## src/exu_pkg.sv

```systemverilog
// execute stage shared definitions
// widths, operation codes and the issue, write-back and jump records
`default_nettype none

package exu_pkg;

    localparam int xlen         = 32;
    localparam int reg_addr_w   = 5;
    localparam int commit_id_w  = 3;

    // write-back flow control
    localparam int wb_credits   = 2;
    localparam int credit_cnt_w = 2;

    // one quotient bit per iteration
    localparam int div_cycles   = 32;
    localparam int div_cnt_w    = $clog2(div_cycles);

    typedef enum logic [1:0] {
        unit_none,
        unit_alu,
        unit_bru,
        unit_muldiv
    } exu_unit_e;

    typedef enum logic [3:0] {
        alu_add,
        alu_sub,
        alu_sll,
        alu_slt,
        alu_sltu,
        alu_xor,
        alu_srl,
        alu_sra,
        alu_or,
        alu_and
    } alu_op_e;

    typedef enum logic [2:0] {
        bru_beq,
        bru_bne,
        bru_blt,
        bru_bge,
        bru_bltu,
        bru_bgeu,
        bru_jal,
        bru_jalr
    } bru_op_e;

    // div group starts at 4, so op[2] marks a divide
    typedef enum logic [2:0] {
        md_mul,
        md_mulh,
        md_mulhsu,
        md_mulhu,
        md_div,
        md_divu,
        md_rem,
        md_remu
    } md_op_e;

    // op is decoded by the target unit
    typedef struct packed {
        logic                   valid;
        exu_unit_e              unit;
        logic [3:0]             op;
        logic [xlen-1:0]        op1;
        logic [xlen-1:0]        op2;
        logic [xlen-1:0]        pc;
        logic [xlen-1:0]        imm;
        logic [reg_addr_w-1:0]  rd;
        logic [commit_id_w-1:0] commit_id;
    } exu_issue_t;

    typedef struct packed {
        logic                   valid;
        logic [reg_addr_w-1:0]  rd;
        logic [xlen-1:0]        data;
        logic [commit_id_w-1:0] commit_id;
    } exu_wb_t;

    typedef struct packed {
        logic            valid;
        logic            taken;
        logic [xlen-1:0] target;
    } exu_jump_t;

endpackage

`default_nettype wire

```

## src/exu_div.sv

```systemverilog
// radix-2 restoring divider on operand magnitudes
// signs and the RISC-V divide-by-zero and overflow results are applied at the output
`default_nettype none

module exu_div import exu_pkg::*; (
    input  wire            clk,
    input  wire            reset_i,
    input  wire            start_i,
    input  wire            signed_i,
    input  wire            rem_i,
    input  wire [xlen-1:0] dividend_i,
    input  wire [xlen-1:0] divisor_i,
    output logic           busy_o,
    output logic           done_o,
    output logic [xlen-1:0] result_o
);

    logic                 dd_neg;
    logic                 dv_neg;
    logic [xlen-1:0]      dd_mag;
    logic [xlen-1:0]      dv_mag;
    logic [xlen:0]        shifted;
    logic [xlen:0]        diff;
    logic                 last;
    logic                 busy_q;
    logic                 done_q;
    logic [div_cnt_w-1:0] cnt_q;
    logic [xlen-1:0]      quo_q;
    logic [xlen-1:0]      rem_q;
    logic [xlen-1:0]      dvs_q;
    logic [xlen-1:0]      dividend_q;
    logic                 rem_sel_q;
    logic                 q_neg_q;
    logic                 r_neg_q;
    logic                 zero_q;
    logic                 ovf_q;
    logic [xlen-1:0]      quo_fix;
    logic [xlen-1:0]      rem_fix;

    assign dd_neg = signed_i && dividend_i[xlen-1];
    assign dv_neg = signed_i && divisor_i[xlen-1];
    assign dd_mag = dd_neg ? -dividend_i : dividend_i;
    assign dv_mag = dv_neg ? -divisor_i : divisor_i;

    // quotient register shifts the dividend bits into the partial remainder
    assign shifted = {rem_q, quo_q[xlen-1]};
    assign diff    = shifted - {1'b0, dvs_q};
    assign last    = cnt_q == div_cnt_w'(div_cycles - 1);

    always_ff @(posedge clk) begin
        if (reset_i) begin
            busy_q <= 1'b0;
            done_q <= 1'b0;
        end else begin
            done_q <= busy_q && last;
            if (start_i) begin
                busy_q <= 1'b1;
            end else if (busy_q && last) begin
                busy_q <= 1'b0;
            end
        end
    end

    always_ff @(posedge clk) begin
        if (start_i) begin
            quo_q      <= dd_mag;
            rem_q      <= '0;
            dvs_q      <= dv_mag;
            cnt_q      <= '0;
            dividend_q <= dividend_i;
            rem_sel_q  <= rem_i;
            q_neg_q    <= dd_neg ^ dv_neg;
            r_neg_q    <= dd_neg;
            zero_q     <= divisor_i == '0;
            ovf_q      <= signed_i && dividend_i == {1'b1, {(xlen-1){1'b0}}} && divisor_i == '1;
        end else if (busy_q) begin
            cnt_q <= cnt_q + 1'b1;
            // borrow means the divisor did not fit, restore
            if (diff[xlen]) begin
                rem_q <= shifted[xlen-1:0];
                quo_q <= {quo_q[xlen-2:0], 1'b0};
            end else begin
                rem_q <= diff[xlen-1:0];
                quo_q <= {quo_q[xlen-2:0], 1'b1};
            end
        end
    end

    always_comb begin
        quo_fix = q_neg_q ? -quo_q : quo_q;
        rem_fix = r_neg_q ? -rem_q : rem_q;
        if (zero_q) begin
            result_o = rem_sel_q ? dividend_q : '1;
        end else if (ovf_q) begin
            result_o = rem_sel_q ? '0 : dividend_q;
        end else begin
            result_o = rem_sel_q ? rem_fix : quo_fix;
        end
    end

    assign busy_o = busy_q;
    assign done_o = done_q;

endmodule

`default_nettype wire

```

## src/exu_alu.sv

```systemverilog
// integer ALU for register and immediate operations
// result, destination and tag wait in a one-entry register for write-back
`default_nettype none

module exu_alu import exu_pkg::*; (
    input  wire                   clk,
    input  wire                   reset_i,
    input  wire                   valid_i,
    input  wire alu_op_e          op_i,
    input  wire [xlen-1:0]        op1_i,
    input  wire [xlen-1:0]        op2_i,
    input  wire [reg_addr_w-1:0]  rd_i,
    input  wire [commit_id_w-1:0] commit_id_i,
    output logic                  ready_o,
    output exu_wb_t               res_o,
    input  wire                   pop_i
);

    logic [$clog2(xlen)-1:0] shamt;
    logic [xlen-1:0]         alu_res;
    logic                    accept;
    logic                    valid_q;
    logic [xlen-1:0]         data_q;
    logic [reg_addr_w-1:0]   rd_q;
    logic [commit_id_w-1:0]  cid_q;

    assign shamt = op2_i[$clog2(xlen)-1:0];

    // a popped entry frees the slot in the same cycle
    assign ready_o = !valid_q || pop_i;
    assign accept  = valid_i && ready_o;

    always_comb begin
        case (op_i)
            alu_add:  alu_res = op1_i + op2_i;
            alu_sub:  alu_res = op1_i - op2_i;
            alu_sll:  alu_res = op1_i << shamt;
            alu_slt:  alu_res = xlen'($signed(op1_i) < $signed(op2_i));
            alu_sltu: alu_res = xlen'(op1_i < op2_i);
            alu_xor:  alu_res = op1_i ^ op2_i;
            alu_srl:  alu_res = op1_i >> shamt;
            alu_sra:  alu_res = $signed(op1_i) >>> shamt;
            alu_or:   alu_res = op1_i | op2_i;
            alu_and:  alu_res = op1_i & op2_i;
            default:  alu_res = '0;
        endcase
    end

    always_ff @(posedge clk) begin
        if (reset_i) begin
            valid_q <= 1'b0;
        end else if (accept) begin
            valid_q <= 1'b1;
        end else if (pop_i) begin
            valid_q <= 1'b0;
        end
    end

    always_ff @(posedge clk) begin
        if (accept) begin
            data_q <= alu_res;
            rd_q   <= rd_i;
            cid_q  <= commit_id_i;
        end
    end

    assign res_o = '{valid: valid_q, rd: rd_q, data: data_q, commit_id: cid_q};

endmodule

`default_nettype wire

```

## src/exu_bru.sv

```systemverilog
// branch unit, resolves the condition and the jump target
`default_nettype none

module exu_bru import exu_pkg::*; (
    input  wire            clk,
    input  wire            reset_i,
    input  wire            valid_i,
    input  wire bru_op_e   op_i,
    input  wire [xlen-1:0] op1_i,
    input  wire [xlen-1:0] op2_i,
    input  wire [xlen-1:0] pc_i,
    input  wire [xlen-1:0] imm_i,
    output exu_jump_t      jump_o
);

    logic            taken;
    logic [xlen-1:0] jalr_sum;
    logic [xlen-1:0] target;
    logic            valid_q;
    logic            taken_q;
    logic [xlen-1:0] target_q;

    always_comb begin
        case (op_i)
            bru_beq:  taken = op1_i == op2_i;
            bru_bne:  taken = op1_i != op2_i;
            bru_blt:  taken = $signed(op1_i) < $signed(op2_i);
            bru_bge:  taken = $signed(op1_i) >= $signed(op2_i);
            bru_bltu: taken = op1_i < op2_i;
            bru_bgeu: taken = op1_i >= op2_i;
            // jal and jalr
            default:  taken = 1'b1;
        endcase
    end

    // jalr drops bit zero of the sum
    assign jalr_sum = op1_i + imm_i;
    assign target   = (op_i == bru_jalr) ? {jalr_sum[xlen-1:1], 1'b0} : pc_i + imm_i;

    always_ff @(posedge clk) begin
        if (reset_i) begin
            valid_q <= 1'b0;
        end else begin
            valid_q <= valid_i;
        end
    end

    always_ff @(posedge clk) begin
        taken_q  <= taken;
        target_q <= target;
    end

    assign jump_o = '{valid: valid_q, taken: taken_q, target: target_q};

endmodule

`default_nettype wire

```

## src/exu_muldiv.sv

```systemverilog
// multiply/divide unit, one operation in flight at a time
// registered multiplier, iterative divider and a holding register for write-back
`default_nettype none

module exu_muldiv import exu_pkg::*; (
    input  wire                   clk,
    input  wire                   reset_i,
    input  wire                   valid_i,
    input  wire md_op_e           op_i,
    input  wire [xlen-1:0]        op1_i,
    input  wire [xlen-1:0]        op2_i,
    input  wire [reg_addr_w-1:0]  rd_i,
    input  wire [commit_id_w-1:0] commit_id_i,
    output logic                  ready_o,
    output exu_wb_t               res_o,
    input  wire                   pop_i
);

    typedef enum logic [1:0] {
        st_idle,
        st_mul,
        st_div,
        st_hold
    } md_state_e;

    md_state_e              state_q;
    logic                   accept;
    logic                   is_div;
    logic                   a_signed;
    logic                   b_signed;
    logic                   div_signed;
    logic                   div_rem;
    logic [xlen:0]          mul_a;
    logic [xlen:0]          mul_b;
    logic signed [2*xlen+1:0] mul_full;
    logic [2*xlen-1:0]      prod_q;
    md_op_e                 op_q;
    logic [xlen-1:0]        data_q;
    logic [reg_addr_w-1:0]  rd_q;
    logic [commit_id_w-1:0] cid_q;
    logic                   div_start;
    logic                   div_busy;
    logic                   div_done;
    logic [xlen-1:0]        div_result;

    assign ready_o = (state_q == st_idle) && !div_busy;
    assign accept  = valid_i && ready_o;

    assign is_div     = op_i inside {md_div, md_divu, md_rem, md_remu};
    assign a_signed   = op_i inside {md_mul, md_mulh, md_mulhsu};
    assign b_signed   = op_i inside {md_mul, md_mulh};
    assign div_signed = op_i inside {md_div, md_rem};
    assign div_rem    = op_i inside {md_rem, md_remu};

    // one extra bit per operand covers signed and unsigned in one multiplier
    assign mul_a    = {a_signed && op1_i[xlen-1], op1_i};
    assign mul_b    = {b_signed && op2_i[xlen-1], op2_i};
    assign mul_full = $signed(mul_a) * $signed(mul_b);

    assign div_start = accept && is_div;

    exu_div u_div (
        .clk        (clk),
        .reset_i    (reset_i),
        .start_i    (div_start),
        .signed_i   (div_signed),
        .rem_i      (div_rem),
        .dividend_i (op1_i),
        .divisor_i  (op2_i),
        .busy_o     (div_busy),
        .done_o     (div_done),
        .result_o   (div_result)
    );

    always_ff @(posedge clk) begin
        if (reset_i) begin
            state_q <= st_idle;
        end else begin
            case (state_q)
                st_idle: if (accept) state_q <= is_div ? st_div : st_mul;
                st_mul:  state_q <= st_hold;
                st_div:  if (div_done) state_q <= st_hold;
                default: if (pop_i) state_q <= st_idle;
            endcase
        end
    end

    always_ff @(posedge clk) begin
        if (accept) begin
            prod_q <= mul_full[2*xlen-1:0];
            op_q   <= op_i;
            rd_q   <= rd_i;
            cid_q  <= commit_id_i;
        end
        // mul keeps the low word, mulh variants the high word
        if (state_q == st_mul) begin
            data_q <= (op_q == md_mul) ? prod_q[xlen-1:0] : prod_q[2*xlen-1:xlen];
        end else if (state_q == st_div && div_done) begin
            data_q <= div_result;
        end
    end

    assign res_o = '{valid: state_q == st_hold, rd: rd_q, data: data_q, commit_id: cid_q};

endmodule

`default_nettype wire

```

## src/exu_wb_arb.sv

```systemverilog
// write-back arbiter with credit-based flow control
// muldiv wins over the ALU, one result per cycle while credits last
`default_nettype none

module exu_wb_arb import exu_pkg::*; (
    input  wire     clk,
    input  wire     reset_i,
    input  exu_wb_t md_res_i,
    input  exu_wb_t alu_res_i,
    output logic    md_pop_o,
    output logic    alu_pop_o,
    output exu_wb_t wb_o,
    input  wire     credit_i
);

    logic [credit_cnt_w-1:0] credit_cnt_q;
    logic                    has_credit;
    logic                    spend;

    assign has_credit = credit_cnt_q != '0;

    assign md_pop_o  = md_res_i.valid && has_credit;
    assign alu_pop_o = alu_res_i.valid && !md_res_i.valid && has_credit;
    assign spend     = md_pop_o || alu_pop_o;

    // the granted buffer drives the channel directly
    always_comb begin
        wb_o       = md_pop_o ? md_res_i : alu_res_i;
        wb_o.valid = spend;
    end

    // spend and return may coincide and cancel out
    always_ff @(posedge clk) begin
        if (reset_i) begin
            credit_cnt_q <= credit_cnt_w'(wb_credits);
        end else begin
            credit_cnt_q <= credit_cnt_q + credit_cnt_w'(credit_i) - credit_cnt_w'(spend);
        end
    end

endmodule

`default_nettype wire

```

## src/exu_top.sv

```systemverilog
// integer execute stage top
// steers issued instructions to ALU, branch and muldiv units and merges write-back
`default_nettype none

module exu_top import exu_pkg::*; (
    input  wire             clk,
    input  wire             reset_i,
    input  wire exu_issue_t issue_i,
    output logic            stall_o,
    output exu_wb_t         wb_o,
    input  wire             credit_i,
    output exu_jump_t       jump_o
);

    logic    alu_valid;
    logic    bru_valid;
    logic    md_valid;
    logic    alu_ready;
    logic    md_ready;
    logic    alu_pop;
    logic    md_pop;
    exu_wb_t alu_res;
    exu_wb_t md_res;

    assign alu_valid = issue_i.valid && issue_i.unit == unit_alu;
    assign bru_valid = issue_i.valid && issue_i.unit == unit_bru;
    assign md_valid  = issue_i.valid && issue_i.unit == unit_muldiv;

    // branch and none always go through
    assign stall_o = (alu_valid && !alu_ready) || (md_valid && !md_ready);

    exu_alu u_alu (
        .clk         (clk),
        .reset_i     (reset_i),
        .valid_i     (alu_valid),
        .op_i        (alu_op_e'(issue_i.op)),
        .op1_i       (issue_i.op1),
        .op2_i       (issue_i.op2),
        .rd_i        (issue_i.rd),
        .commit_id_i (issue_i.commit_id),
        .ready_o     (alu_ready),
        .res_o       (alu_res),
        .pop_i       (alu_pop)
    );

    exu_bru u_bru (
        .clk     (clk),
        .reset_i (reset_i),
        .valid_i (bru_valid),
        .op_i    (bru_op_e'(issue_i.op[2:0])),
        .op1_i   (issue_i.op1),
        .op2_i   (issue_i.op2),
        .pc_i    (issue_i.pc),
        .imm_i   (issue_i.imm),
        .jump_o  (jump_o)
    );

    exu_muldiv u_muldiv (
        .clk         (clk),
        .reset_i     (reset_i),
        .valid_i     (md_valid),
        .op_i        (md_op_e'(issue_i.op[2:0])),
        .op1_i       (issue_i.op1),
        .op2_i       (issue_i.op2),
        .rd_i        (issue_i.rd),
        .commit_id_i (issue_i.commit_id),
        .ready_o     (md_ready),
        .res_o       (md_res),
        .pop_i       (md_pop)
    );

    exu_wb_arb u_wb_arb (
        .clk       (clk),
        .reset_i   (reset_i),
        .md_res_i  (md_res),
        .alu_res_i (alu_res),
        .md_pop_o  (md_pop),
        .alu_pop_o (alu_pop),
        .wb_o      (wb_o),
        .credit_i  (credit_i)
    );

endmodule

`default_nettype wire

```

## config.mk

```make
export PLATFORM = sky130hd
export DESIGN_NAME = exu_top
export DESIGN_NICKNAME = d
export VERILOG_FILES = /design/src/exu_pkg.sv /design/src/exu_div.sv /design/src/exu_alu.sv /design/src/exu_bru.sv /design/src/exu_muldiv.sv /design/src/exu_wb_arb.sv /design/src/exu_top.sv
export SDC_FILE = /design/constraint.sdc
export NUM_CORES = 2
export LEC_CHECK = 0
export BUFFER_PORTS_ARGS = -buffer_cell sky130_fd_sc_hd__buf_2
export CORE_MARGIN = 3
export CORE_UTILIZATION = 40
export DETAILED_ROUTE_END_ITERATION = 8
export MAX_ROUTING_LAYER = met4
export PLACE_DENSITY = 0.68
export SETUP_SLACK_MARGIN = 0.2
export SLEW_MARGIN = 0
export SYNTH_ARGS = -nofsm -noshare
export SYNTH_HDL_FRONTEND = slang
export SYNTH_SLANG_ARGS = --single-unit
```

## constraint.sdc

```tcl
create_clock -name clk -period 10.51 [get_ports clk]
set_input_delay 1.5765 -clock clk [delete_from_list [all_inputs] [get_ports clk]]
set_output_delay 1.5765 -clock clk [all_outputs]
set_load 0.02 [all_outputs]
```

# Word level (Yosys, flattened, before mapping)
# Index checks and enable logic that the tools add are counted.
# W data, S select, Z words.
[classes]
n_addsub = 12
mul = 1
magnitude_cmp = 4
eq_ne = 29
shift = 3
muxes = 29
bitwise = 4
n_reduce_logical = 45
[ops]
columns = ["cell", "n"]
rows = [
  ["$mux W32", 16],
  ["$pmux W32 S10", 1],
  ["$neg A32 Y32", 4],
  ["$add A32 B32 Y32", 3],
  ["$eq A32 B32 Y1 const B", 2],
  ["$ge A32 B32 Y1", 2],
  ["$lt A32 B32 Y1", 2],
  ["$mul A33 B33 Y64", 1],
  ["$mux W40", 1],
  ["$sub A33 B32 Y33", 1],
  ["$and A32 B32 Y32", 1],
  ["$eq A32 B32 Y1", 1],
  ["$logic_not A32 Y1", 1],
  ["$ne A32 B32 Y1", 1],
  ["$or A32 B32 Y32", 1],
  ["$shl A32 B5 Y32", 1],
  ["$shr A32 B5 Y32", 1],
  ["$sshr A32 B5 Y32", 1],
  ["$sub A32 B32 Y32", 1],
  ["$xor A32 B32 Y32", 1],
  ["$logic_and A1 B1 Y1", 20],
  ["$eq A4 B3 Y1 const B", 4],
  ["$reduce_bool A2 Y1", 8],
  ["$eq A3 B3 Y1 const B", 4],
  ["26 further kinds", 48],
]
[totals]
regBits = 326
input_bits = 146
out_inout_bits = 76
word_cells = 154

# Logic depth before layout (Yosys ltp)
[depth]
depth_word = 8
depth_mapped = 35
mapped_depth_nobuf = 30

# Cells and area by module
# From an unflattened synthesis, not the netlist that was laid out.
[unflattened]
hier_cells = 7693
hier_area_um2 = 68064.0
[modules_own_cells]
columns = ["mod", "instances", "cells_each", "area_each_um2", "seq_area_each_um2"]
rows = [
  ["exu_muldiv", 1, 4446, 41932.7, 3253.1],
  ["exu_div", 1, 1235, 10630.2, 3813.7],
  ["exu_alu", 1, 1289, 9688.0, 1221.2],
  ["exu_bru", 1, 657, 5097.4, 680.7],
  ["exu_wb_arb", 1, 60, 674.4, 40.0],
  ["exu_top", 1, 6, 41.3, 0.0],
]

# Worst setup path after synthesis
# Ideal clock, no wire load.
[synth_path]
path_kind = "input port to flip-flop"
from = "in issue_i[75] (netlist bit)"
to = "reg u_muldiv.prod_q[60] (data pin)"
setup_time_ns = 0.260
t_arrival_ns = 10.085
required_time_ns = 10.250
path_slack_ns = 0.165
stages = 29
n_path_buf = 5
path_cell_list = "clkbuf_1 clkbuf_1 clkbuf_1 clkbuf_1 clkbuf_1 nand2_1 fa_1 fa_1 inv_1 fa_1 inv_1 fa_1 inv_1 fa_1 fa_1 fa_1 inv_1 fa_1 inv_1 ha_1 and3_1 nand3_1 o211ai_1 a2111o_1 o211a_1 a21o_1 a21o_1 a21oi_1 xnor2_1"
[synth_via]
elab_chain_len = 1
[synth_lines]
columns = ["element", "line", "rtl"]
rows = [
  ["start, declared", "exu_top.sv:8", "input wire exu_issue_t issue_i,"],
  ["$mul A33 B33 Y64", "exu_muldiv.sv:58", "assign mul_full = $signed(mul_a) * $signed(mul_b);"],
  ["net u_muldiv.mul_full[60]", "exu_muldiv.sv:35", "logic signed [2*xlen+1:0] mul_full;"],
  ["end signal, assigned", "exu_muldiv.sv:90", "prod_q <= mul_full[2*xlen-1:0];"],
  ["end, declared", "exu_muldiv.sv:36", "logic [2*xlen-1:0] prod_q;"],
]
# The timed path passes the listed nets, and every way through them passes these cells.
# A chain may end at the register's enable or synchronous reset.

# Worst setup path in the final report
[layout_path]
from = "in issue_i[121] (netlist bit)"
to = "reg u_muldiv.prod_q[60] (data pin)"
# The elaborated chain is that of the path after synthesis.

==> impl_metrics.toml <==
[logic_synthesis]
netlist_area_sq_um = 64800
ys_types = 97
synth_fp_nets = 9101
synthTopCellsByArea = "fa_1 (35%), edfxtp_1 (11%), ha_1 (8.0%), inv_1 (7.8%), nand2_1 (6.1%)"
synth_edf_count = 248
synth_top_area_share_pct = 34.9
ys_warn_count = 0
postSynthCellCount = 7410
synth.avg_cell_area_sq_um = 8.75
ys_top_cells_by_count = "inv_1 (1,346), fa_1 (1,130), nand2_1 (1,049)"
synth-seq-cells = 326
yosysTopAreaCell = "fa_1"
yosysSeqAreaShare_pct = 13.9
synthFlopType = "edfxtp_1"
yosysMostFrequentCell = "inv_1"
ys_async_sr_fraction_pct = 0

[cts]
clk_path_buf_depth = 3
ctsHoldBuffers = 0
insertion_delay_ps = 600
cts_resized = 0
clk_pin_slew_worst_paths_ps = 60
cts_tree = "done"
root_buffer = "clkbuf_16"
cts_sinks = 326
cts_inserted_buffers = 39
cts_max_level = 2
post_cts_buffers = 0

[drt]
drt_wl_total_mm = 277
drt_iter0_markers = 6497
post_drt_wl_per_cell_um = 28.4
dr.pass1.iters = 6
drc_errors = 0
drtAntennaViolNets = 0
vias = 57100
routed_via_density = 5.85

[layout]
design_area_sq_um = 70800
nFillCells = 15800
drive_above_1_share_pct = 9.99
area_growth_pct = 9.26
layout.nets = 9244

[global_route]
grt_max_degree = 75
grt-ovfl-total = 0
grt_usage_pct = 34.0
grt_pass1_vias = 58200
antenna_found_initial = 19
grt_pass1_wl_mm = 404

[outcome]
status = "finished, final reports clean"

[placed_design]
portBuffers = 221
placed_cell_area_sq_um = 69400
dp_hpwl_mm = 224
gp_congestion = 1.06

[worst_setup_path]
regToRegSetupSlack_ps = 5780
crit_arrival_ps = 10280
crit_type = "primary input to flop"
crit_fanout = 13
path_common_cell = "fa_1"
max_stage_delay_ps = 610
cp.required_ps = 10850
worst_setup_path_start_kind = "primary input"
end_kind = "flop"
cp_slowest_cell = "fa_1"

[job]
cap_violations = 0

[timing]
finalSetupViolations = 0
tightest_slew_ps = 1120
maxSlewHeadroom_pct = 24.4
rsz0062_at_grt = "false"
period_minus_slack_ps = 9940
period_share_pct = 94.5
max_freq_ghz = 0.101
hold_viol = 0
skew_ps = 14.3
drv_slew = 0
tns_ps = 0

[min_path]
hold_class = "flop to flop"

[floorplan]
initial_core_util_pct = 40.3
die_area_sq_um = 167000
coreArea_sq_um = 161000
die_h_um = 409
fp-row-count = 147
die_width_um = 409
ios = 222
[worst paths after layout]
| kind | from | end | depth (start not counted) |
|---|---|---|---|
| setup / recovery | issue_i[121] | u_muldiv.prod_q[60] | 27 |
| hold / removal | u_muldiv.u_div.cnt_q[1] | u_muldiv.u_div.cnt_q[1] | 2 |
| setup reg to reg | u_muldiv.u_div.quo_q[16] | u_muldiv.data_q[30] | 11 |
| hold reg to reg | u_muldiv.u_div.cnt_q[1] | u_muldiv.u_div.cnt_q[1] | 2 |
[sequential cells by signal, summed over array words and instances, names as in the netlist, 2 cells and up]
signal / cells
u_muldiv.state_q: 2
u_alu.cid_q: 3
u_muldiv.rd_q: 5
u_muldiv.u_div.dividend_q: 32
u_muldiv.op_q: 3
u_wb_arb.credit_cnt_q: 2
u_muldiv.u_div.quo_q: 32
u_alu.data_q: 32
u_muldiv.cid_q: 3
u_muldiv.u_div.cnt_q: 5
u_muldiv.prod_q: 64
u_muldiv.u_div.dvs_q: 32
u_muldiv.u_div.rem_q: 32
u_bru.target_q: 32
u_alu.rd_q: 5
u_muldiv.data_q: 32
[stage by stage]
stage | setup slack (ps) | hold slack (ps) | std cells | utilization, %
after floorplan | 236 | 453 | 7410 | -
after global placement | 22.8 | 469 | 9672 | 43.2
after detailed placement | 27.7 | 475 | 9672 | 43.2
after CTS | 626 | 483 | 9744 | 44.0
after global routing | 431 | 519 | 9757 | 44.0
final | 573 | 488 | 9758 | 44.0
[per-layer routing]
layer,up-vias,track usage [%],part of all wire [%]
li1,24000,-,-
met1,28900,43.5,39
met2,3505,49.9,43
met3,727,9.02,12
met4,0,16.5,6.3
met5,-,-,0
[logic make-up after synthesis]
group / Yosys count / synth area share, %
adders and majority gates: 1545 / 42.9
AOI/OAI and AO/OA: 1226 / 12.1
buffers and inverters: 1789 / 10.4
DFF: 326 / 13.9
muxes: 146 / 3.21
and+or+nand+nor: 2101 / 13.6
xor gates and xnor gates: 277 / 3.76
[cell type report]
| class | count | area [sq um] | area share (%) |
|---|---|---|---|
| multi-input combinational | 5295 | 49100 | 69.4 |
| sequential | 326 | 9010 | 12.7 |
| inverter | 1360 | 5100 | 7.21 |
| timing repair buffer | 531 | 3490 | 4.93 |
| tap | 2160 | 2700 | 3.82 |
| clock buffer | 47 | 1060 | 1.49 |
| clock inverter | 25 | 268 | 0.378 |
| antenna | 14 | 35.0 | 0.0495 |
[worst max-delay path: cells and delay by family]
kind	cells	cell delay, ps
xor+xnor	1	140
buf+inv	6	1190
simple gates	3	670
fa+ha+maj	10	4990
compound gates	7	1620
[placed cells by master (no fill, tap or decap), types with 69 or more instances in the layout]
| cell type | count |
|---|---|
| xor2_1 | 101 |
| buf_2 | 218 |
| o21ai_0 | 325 |
| nor2_1 | 653 |
| a21o_1 | 69 |
| edfxtp_1 | 248 |
| ha_1 | 414 |
| xnor2_1 | 175 |
| nand2_1 | 1047 |
| a21oi_1 | 285 |
| buf_4 | 309 |
| dfxtp_1 | 78 |
| nand3_1 | 69 |
| fa_1 | 1129 |
| inv_1 | 1344 |
Power is not shown: default switching activity piles up to over one toggle a cycle in this logic, so the estimate is an artifact.
